[src/source/gpu_pkg.sv]
// shared by all core modules; register addresses are word indexes, pointers are byte addresses
package gpu_pkg;

    // one bus word, data and addresses alike
    typedef logic [31:0] bus_word_t;

    // slave register map, word addresses
    localparam logic [3:0] REG_FRAME_PTR = 4'd0;
    localparam logic [3:0] REG_START     = 4'd1;
    localparam logic [3:0] REG_DONE      = 4'd2;
    localparam logic [3:0] REG_ZBUF_PTR  = 4'd3;
    localparam logic [3:0] REG_MODE      = 4'd8; // 4..7 were cube registers

    // mode codes understood by the sequencer
    localparam bus_word_t MODE_CLEAR_FRAME = 32'd2;
    localparam bus_word_t MODE_CLEAR_DEPTH = 32'd3;

    // fill words
    localparam bus_word_t SKY_COLOR = 32'h0087_CEEB; // 0x00RRGGBB
    localparam bus_word_t FAR_DEPTH = 32'h7FFF_FFFF; // largest positive depth

    // address step between pixels
    localparam bus_word_t BYTES_PER_PIXEL = 32'd4;

    // sequencer control states
    typedef enum logic [1:0] {
        IDLE    = 2'd0,
        RUNNING = 2'd1,
        DONE    = 2'd2
    } seq_state_t;

endpackage

[src/source/clear_ctrl_if.sv]
// fill job handoff; go is a one-cycle pulse, only legal while the engine is idle
`timescale 1ns/1ps

interface clear_ctrl_if import gpu_pkg::*; ();

    logic      go;       // start a fill, one cycle
    bus_word_t base;     // byte address of word 0
    bus_word_t fill;     // word written everywhere
    logic      finished; // one cycle after the last word completes

    // sequencer side
    modport seq (
        output go,
        output base,
        output fill,
        input  finished
    );

    // clear engine side
    modport engine (
        input  go,
        input  base,
        input  fill,
        output finished
    );

endinterface

[src/source/buffer_clear.sv]
// writes FB_WIDTH*FB_HEIGHT words from base; a word completes on response valid without wait
`timescale 1ns/1ps

module buffer_clear import gpu_pkg::*; #(
    parameter int FB_WIDTH  = 320,
    parameter int FB_HEIGHT = 240
) (
    input  logic         CLK,
    input  logic         RESET,
    input  logic         master_waitrequest,
    input  logic         master_writeresponsevalid,
    output logic         master_chipselect,
    output logic         master_write,
    output bus_word_t    master_address,
    output bus_word_t    master_writedata,
    clear_ctrl_if.engine ctrl
);

    localparam int NUM_WORDS = FB_WIDTH * FB_HEIGHT;
    localparam int IDX_W     = (NUM_WORDS > 1) ? $clog2(NUM_WORDS) : 1;
    localparam logic [IDX_W-1:0] LAST_IDX = IDX_W'(NUM_WORDS - 1);

    logic             busy;
    logic [IDX_W-1:0] idx;    // current word
    bus_word_t        base_q;
    bus_word_t        fill_q;
    logic             word_done;

    assign word_done = busy && master_writeresponsevalid && !master_waitrequest;

    // bus held steady for the whole word, zero when idle
    assign master_chipselect = busy;
    assign master_write      = busy;
    assign master_address    = busy ? base_q + bus_word_t'(idx) * BYTES_PER_PIXEL : '0;
    assign master_writedata  = busy ? fill_q : '0;

    always_ff @(posedge CLK) begin
        if (RESET) begin
            busy          <= 1'b0;
            idx           <= '0;
            ctrl.finished <= 1'b0;
        end else begin
            ctrl.finished <= 1'b0;
            if (!busy && ctrl.go) begin
                busy <= 1'b1;
                idx  <= '0;
            end else if (word_done) begin
                if (idx == LAST_IDX) begin
                    busy          <= 1'b0;
                    ctrl.finished <= 1'b1; // lands while write is already low
                end else begin
                    idx <= idx + 1'b1;
                end
            end
        end
    end

    // job payload
    always_ff @(posedge CLK) begin
        if (!busy && ctrl.go) begin
            base_q <= ctrl.base;
            fill_q <= ctrl.fill;
        end
    end

endmodule

[src/source/gpu_core.sv]
// clear-only graphics core; slave address is a word index, master address a byte address
`timescale 1ns/1ps

module gpu_core import gpu_pkg::*; #(
    parameter int FB_WIDTH  = 320,
    parameter int FB_HEIGHT = 240
) (
    input  logic      CLK,
    input  logic      RESET,
    // register slave
    input  logic      slave_chipselect,
    input  logic      slave_read,
    input  logic      slave_write,
    input  bus_word_t slave_address,
    input  bus_word_t slave_writedata,
    output bus_word_t slave_readdata,
    // memory master, write only
    output logic      master_chipselect,
    output logic      master_write,
    output bus_word_t master_address,
    output bus_word_t master_writedata,
    input  logic      master_waitrequest,
    input  logic      master_writeresponsevalid
);

    logic      start;
    logic      set_done;
    bus_word_t mode;
    bus_word_t frame_ptr;
    bus_word_t zbuf_ptr;

    clear_ctrl_if clear_ctrl ();

    gpu_regs u_regs (
        .CLK              (CLK),
        .RESET            (RESET),
        .slave_chipselect (slave_chipselect),
        .slave_read       (slave_read),
        .slave_write      (slave_write),
        .slave_address    (slave_address),
        .slave_writedata  (slave_writedata),
        .slave_readdata   (slave_readdata),
        .set_done         (set_done),
        .start            (start),
        .mode             (mode),
        .frame_ptr        (frame_ptr),
        .zbuf_ptr         (zbuf_ptr)
    );

    gpu_sequencer u_seq (
        .CLK       (CLK),
        .RESET     (RESET),
        .start     (start),
        .mode      (mode),
        .frame_ptr (frame_ptr),
        .zbuf_ptr  (zbuf_ptr),
        .set_done  (set_done),
        .ctrl      (clear_ctrl.seq)
    );

    buffer_clear #(
        .FB_WIDTH  (FB_WIDTH),
        .FB_HEIGHT (FB_HEIGHT)
    ) u_clear (
        .CLK                       (CLK),
        .RESET                     (RESET),
        .master_waitrequest        (master_waitrequest),
        .master_writeresponsevalid (master_writeresponsevalid),
        .master_chipselect         (master_chipselect),
        .master_write              (master_write),
        .master_address            (master_address),
        .master_writedata          (master_writedata),
        .ctrl                      (clear_ctrl.engine)
    );

endmodule

[src/source/gpu_regs.sv]
// zero wait state slave; readdata is combinational and only start/done bit 0 is stored
`timescale 1ns/1ps

module gpu_regs import gpu_pkg::*; (
    input  logic      CLK,
    input  logic      RESET,
    input  logic      slave_chipselect,
    input  logic      slave_read,
    input  logic      slave_write,
    input  bus_word_t slave_address,
    input  bus_word_t slave_writedata,
    output bus_word_t slave_readdata,
    input  logic      set_done,
    output logic      start,
    output bus_word_t mode,
    output bus_word_t frame_ptr,
    output bus_word_t zbuf_ptr
);

    logic done;
    logic rd_en;
    logic wr_en;

    assign rd_en = slave_chipselect && slave_read;
    assign wr_en = slave_chipselect && slave_write;

    // read mux, unmapped words return zero
    always_comb begin
        slave_readdata = '0;
        if (rd_en) begin
            case (slave_address)
                bus_word_t'(REG_FRAME_PTR): slave_readdata = frame_ptr;
                bus_word_t'(REG_START):     slave_readdata = {31'd0, start};
                bus_word_t'(REG_DONE):      slave_readdata = {31'd0, done};
                bus_word_t'(REG_ZBUF_PTR):  slave_readdata = zbuf_ptr;
                bus_word_t'(REG_MODE):      slave_readdata = mode;
                default:                    slave_readdata = '0;
            endcase
        end
    end

    always_ff @(posedge CLK) begin
        if (RESET) begin
            frame_ptr <= '0;
            zbuf_ptr  <= '0;
            mode      <= '0;
            start     <= 1'b0;
            done      <= 1'b0;
        end else begin
            if (wr_en) begin
                case (slave_address)
                    bus_word_t'(REG_FRAME_PTR): frame_ptr <= slave_writedata;
                    bus_word_t'(REG_START):     start     <= slave_writedata[0];
                    bus_word_t'(REG_DONE):      done      <= slave_writedata[0];
                    bus_word_t'(REG_ZBUF_PTR):  zbuf_ptr  <= slave_writedata;
                    bus_word_t'(REG_MODE):      mode      <= slave_writedata;
                    default: ;                  // ignored
                endcase
            end
            // hardware completion wins over a software write in the same cycle
            if (set_done) begin
                done <= 1'b1;
            end
        end
    end

endmodule

[src/source/gpu_sequencer.sv]
// go and set_done are combinational pulses; mode is sampled only when leaving IDLE
`timescale 1ns/1ps

module gpu_sequencer import gpu_pkg::*; (
    input  logic      CLK,
    input  logic      RESET,
    input  logic      start,
    input  bus_word_t mode,
    input  bus_word_t frame_ptr,
    input  bus_word_t zbuf_ptr,
    output logic      set_done,
    clear_ctrl_if.seq ctrl
);

    seq_state_t state;
    seq_state_t state_next;
    logic       is_clear;

    assign is_clear = (mode == MODE_CLEAR_FRAME) || (mode == MODE_CLEAR_DEPTH);

    // job description, latched by the engine on go
    assign ctrl.base = (mode == MODE_CLEAR_DEPTH) ? zbuf_ptr  : frame_ptr;
    assign ctrl.fill = (mode == MODE_CLEAR_DEPTH) ? FAR_DEPTH : SKY_COLOR;

    always_comb begin
        state_next = state;
        ctrl.go    = 1'b0;
        set_done   = 1'b0;
        case (state)
            IDLE: begin
                if (start) begin
                    if (is_clear) begin
                        ctrl.go    = 1'b1;
                        state_next = RUNNING;
                    end else begin
                        set_done   = 1'b1; // nothing to do for other modes
                        state_next = DONE;
                    end
                end
            end
            RUNNING: begin
                if (ctrl.finished) begin
                    set_done   = 1'b1;
                    state_next = DONE;
                end
            end
            DONE: begin
                if (!start) begin // wait for software to drop start
                    state_next = IDLE;
                end
            end
            default: begin
                state_next = IDLE;
            end
        endcase
    end

    always_ff @(posedge CLK) begin
        if (RESET) begin
            state <= IDLE;
        end else begin
            state <= state_next;
        end
    end

endmodule

[config.mk]
export PLATFORM = sky130hd
export DESIGN_NAME = gpu_core
export DESIGN_NICKNAME = d
export VERILOG_FILES = /design/src/source/gpu_pkg.sv /design/src/source/clear_ctrl_if.sv /design/src/source/buffer_clear.sv /design/src/source/gpu_core.sv /design/src/source/gpu_regs.sv /design/src/source/gpu_sequencer.sv
export SDC_FILE = /design/constraint.sdc
export NUM_CORES = 1
export LEC_CHECK = 0
export BUFFER_PORTS_ARGS = -buffer_cell sky130_fd_sc_hd__buf_4
export CAP_MARGIN = 10
export CORE_UTILIZATION = 56
export DETAILED_ROUTE_END_ITERATION = 10
export PLACE_DENSITY = 0.83
export SYNTH_ARGS = -nofsm -noshare
export SYNTH_HDL_FRONTEND = slang
export SYNTH_SLANG_ARGS = --single-unit
export TNS_END_PERCENT = 30
[constraint.sdc]
create_clock -name CLK -period 4.3 [get_ports CLK]
set_clock_uncertainty 0.1 [all_clocks]
set_input_delay 0 -clock CLK [delete_from_list [all_inputs] [get_ports CLK]]
set_output_delay 0 -clock CLK [all_outputs]
set_load 0.03 [all_outputs]
==> qor.yml <==
status: "completed"
synthXorXnorAreaFrac: 0.0315
grt_max_degree: 103
antenna_found_initial: 0
clkLatencyLatePin_ps: 420
ir_worst_vdd_uv: 206
setup_tns_ps: 0
instances_no_fill: 1315
drv_slew: 0
core_area_um2: 14500
ctsResizeCount: 0
maxSlewHeadroom: 0.294
post_drt_wl_per_cell_um: 17.6
grt_usage: 0.305
crit_type: "reg2out"
end_kind: "output port"
crit_required_ps: 4200
die_x_um: 124
n_fill_cell: 1109
synth.area.mux_share: 0.130
drt_wl_total_um: 23100
grt_pass1_wl_um: 35900
postRouteAntennaNets: 0
rsz0062_at_grt: "false"
vias: 7664
numCtsBuffers: 17
layout.nets: 1208
gp_congestion: 0.940
finalSetupViolCount: 0
ys_types: 67
synth_cells: 974
arrival_ps: 3210
cp-start-kind: "flip-flop"
post-route-period-util: 0.770
root_buffer: "clkbuf_16"
synthesis.nets: 1064
io-pin-count: 169
synthSimpleGateAreaFrac: 0.215
clkTransAtPathRegs_ps: 60
synthFlopType: "dfxtp_1"
worst_pin_slew_ps: 1060
die_area_um2: 15400
multi_input_area_um2: 4420
cap_violations: 0
fin_crit_ps: 3310
regArea_um2: 3370
crit_buf_inv: 2
ys_warn_count: 0
n_antenna_cell: 0
io_buffer_count: 167
htreeDepth: 4
drive_gt1_frac: 0.204
dr.pass1.iters: 5
cpPeakStageDelay_ps: 530
path_cells: "ha_1 > inv_1 > fa_1 > nor2b_1 > o31a_1 > o2111ai_1 > a2111oi_1 > xnor2_1 > nor2_1 > buf_4"
power_leakage_nw: 4.07
yosysSeqAreaShare: 0.404
crit_slowest_cell: "a2111oi_1"
finalHoldViolCount: 0
drc_errors: 0
synth_top_family_by_area: "simple AND/OR/NAND/NOR gates"
drt-vias-per-instance: 5.83
fmax_ghz: 0.302
clk_path_buf_depth: 2
synth-edff-count: 33
grt_pass1_vias: 7185
path_max_fanout: 5
clock_sinks: 152
syn_area_um2: 8340
avgSynthCellArea_um2: 8.56
dp_hpwl_um: 14900
worst_path_dominant_cell_family: "compound AO/OA/AOI/OAI gates"
start_util: 0.574
overflow: 0
drt_iter0_markers: 716
tritoncts: "done"
powerDensity_nw_per_um2: 304
die_h_um: 124
num_rows: 44
area_growth_syn_to_layout_pct: 24.2
synth-compound-area-share: 0.121
placed_cells: 1248
hp-class: "in2reg"
synthArstFlopShare: 0
synth_fa_ha_area_frac: 0.0294
ys_seq_elements: 152
## cells in the final DEF (no fill, tap or decap), drive strengths merged, types with 6 or more instances in the layout
cell type and n:
xnor2 11, inv 11, a21oi 116, nor2 146, nand2b 6, and3 9
clkbuf 21, buf 177, mux2i 72, nor3 7, dfxtp 119, nand4 11
edfxtp 33, ha 18, nor2b 7, nand2 154, a211oi 6, mux2 32
a21o 7, nor4 15, nand3 15, dlygate4sd3 35, and4 6, xor2 19
o21ai 11, and2 8
## final timing paths
check	cells after the start	endpoint	slack, ps	startpoint
worst max-delay path	10	master_address[28]	990	u_clear.idx[0]
worst min register to register	2	u_regs.frame_ptr[28]	360	u_regs.frame_ptr[28]
worst min-delay path	6	u_regs.start	10	slave_chipselect
worst max register to register	6	u_clear.idx[0]	1630	u_regs.mode[22]
## cells by family (layout without fill, tap and decap cells)
| kind of cell | Yosys count | in the layout |
|---|---|---|
| flops | 152 | 152 |
| simple gates | 398 | 398 |
| xor+xnor | 30 | 30 |
| mux | 104 | 104 |
| buf+inv | 97 | 254 |
| compound gates | 173 | 173 |
| other cells | 1 | 1 |
| fa+ha+maj | 19 | 19 |
## worst register-to-register path: stages, from the launching register on
cell,delay (ps)
dfxtp_1,330
or4_1,550
nor4_2,210
nand4_2,260
nor4_4,330
or2_1,600
nor2_1,140
## layout make-up
| class | instances | share of cell area |
|---|---|---|
| Clock buffer | 21 | 0.0435 |
| Clock inverter | 11 | 0.0165 |
| Inverter | 10 | 0.00362 |
| Multi-Input combinational cell | 725 | 0.426 |
| Sequential cell | 152 | 0.326 |
| Tap cell | 184 | 0.0222 |
| Timing Repair Buffer | 212 | 0.162 |
## what timing repair did
item / CTS / global route
setup buffers: 0 / 0
endpoints found under the hold margin: 99 / 0
hold buffers: 35 / 0
setup endpoints to repair: 0 / 0
## cells in the mapped netlist, types with 3 or more instances
| cell | count | area, um^2 |
|---|---|---|
| nand2_1 | 154 | 578 |
| nor2_1 | 144 | 541 |
| dfxtp_1 | 119 | 2380 |
| a21oi_1 | 116 | 581 |
| mux2i_1 | 72 | 721 |
| buf_4 | 36 | 270 |
| clkbuf_1 | 34 | 128 |
| edfxtp_1 | 33 | 991 |
| xor2_1 | 19 | 166 |
| ha_1 | 18 | 225 |
| mux2_1 | 18 | 203 |
| nand3_1 | 15 | 75.1 |
| mux2_2 | 14 | 158 |
| nor4_1 | 12 | 75.1 |
| o21ai_0 | 11 | 55.1 |
| xnor2_1 | 11 | 96.3 |
| inv_1 | 10 | 37.5 |
| nand4_1 | 10 | 62.6 |
| and3_1 | 9 | 56.3 |
| buf_2 | 9 | 45.0 |
| a21o_1 | 7 | 52.6 |
| and2_1 | 7 | 43.8 |
| nor2b_1 | 7 | 43.8 |
| nor3_1 | 7 | 35.0 |
| a211oi_1 | 6 | 45.0 |
| and4_1 | 6 | 52.6 |
| nand2b_1 | 6 | 37.5 |
| o21a_1 | 5 | 37.5 |
| a21boi_0 | 4 | 30.0 |
| buf_1 | 4 | 15.0 |
| nand3b_1 | 4 | 30.0 |
| or4_1 | 4 | 30.0 |
| buf_12 | 3 | 60.1 |
| o31ai_1 | 3 | 22.5 |
## state kept, by name, summed over array words and instances, names as in the netlist
name,cells
u_clear.base_q,32
u_regs.done,1
u_seq.state,2
u_clear.idx,17
u_regs.zbuf_ptr,32
u_regs.start,1
u_clear.fill_q,1
u_clear.ctrl.finished,1
u_regs.frame_ptr,32
u_regs.mode,32
u_clear.master_chipselect,1
## power breakdown
part | total (mW) | switching [mW] | leakage [nW] | internal (mW)
sequential | 1.45 | 0.0000000000660 | 1.34 | 1.45
clock | 1.56 | 0.574 | 0.298 | 0.988
combinational | 0.131 | 0.0598 | 2.44 | 0.0712
## routing by layer
layer  vias up  track usage  part of all wire
met5         -            0                 0
met4         0        0.126             0.023
met3        44       0.0604             0.086
met2       420        0.516              0.49
met1      3571        0.379              0.40
li1       3629            -                 -
## stage by stage
stage / setup slack (ps) / util / hold slack [ps] / total power [mW] / cell area (um^2)
global route: 794 / 0.713 / 30.5 / 3.22 / 10400
finish: 990 / 0.713 / 9.59 / 3.14 / 10400
global placement: 1530 / 0.646 / 157 / 1.59 / 9390
CTS: 978 / 0.713 / 2.94 / 3.16 / 10400
detailed placement: 1430 / 0.646 / 165 / 1.59 / 9390
floorplan: 1150 / - / 40.5 / 1.52 / 8340
Note: power is estimated with default switching activity, not from simulation.
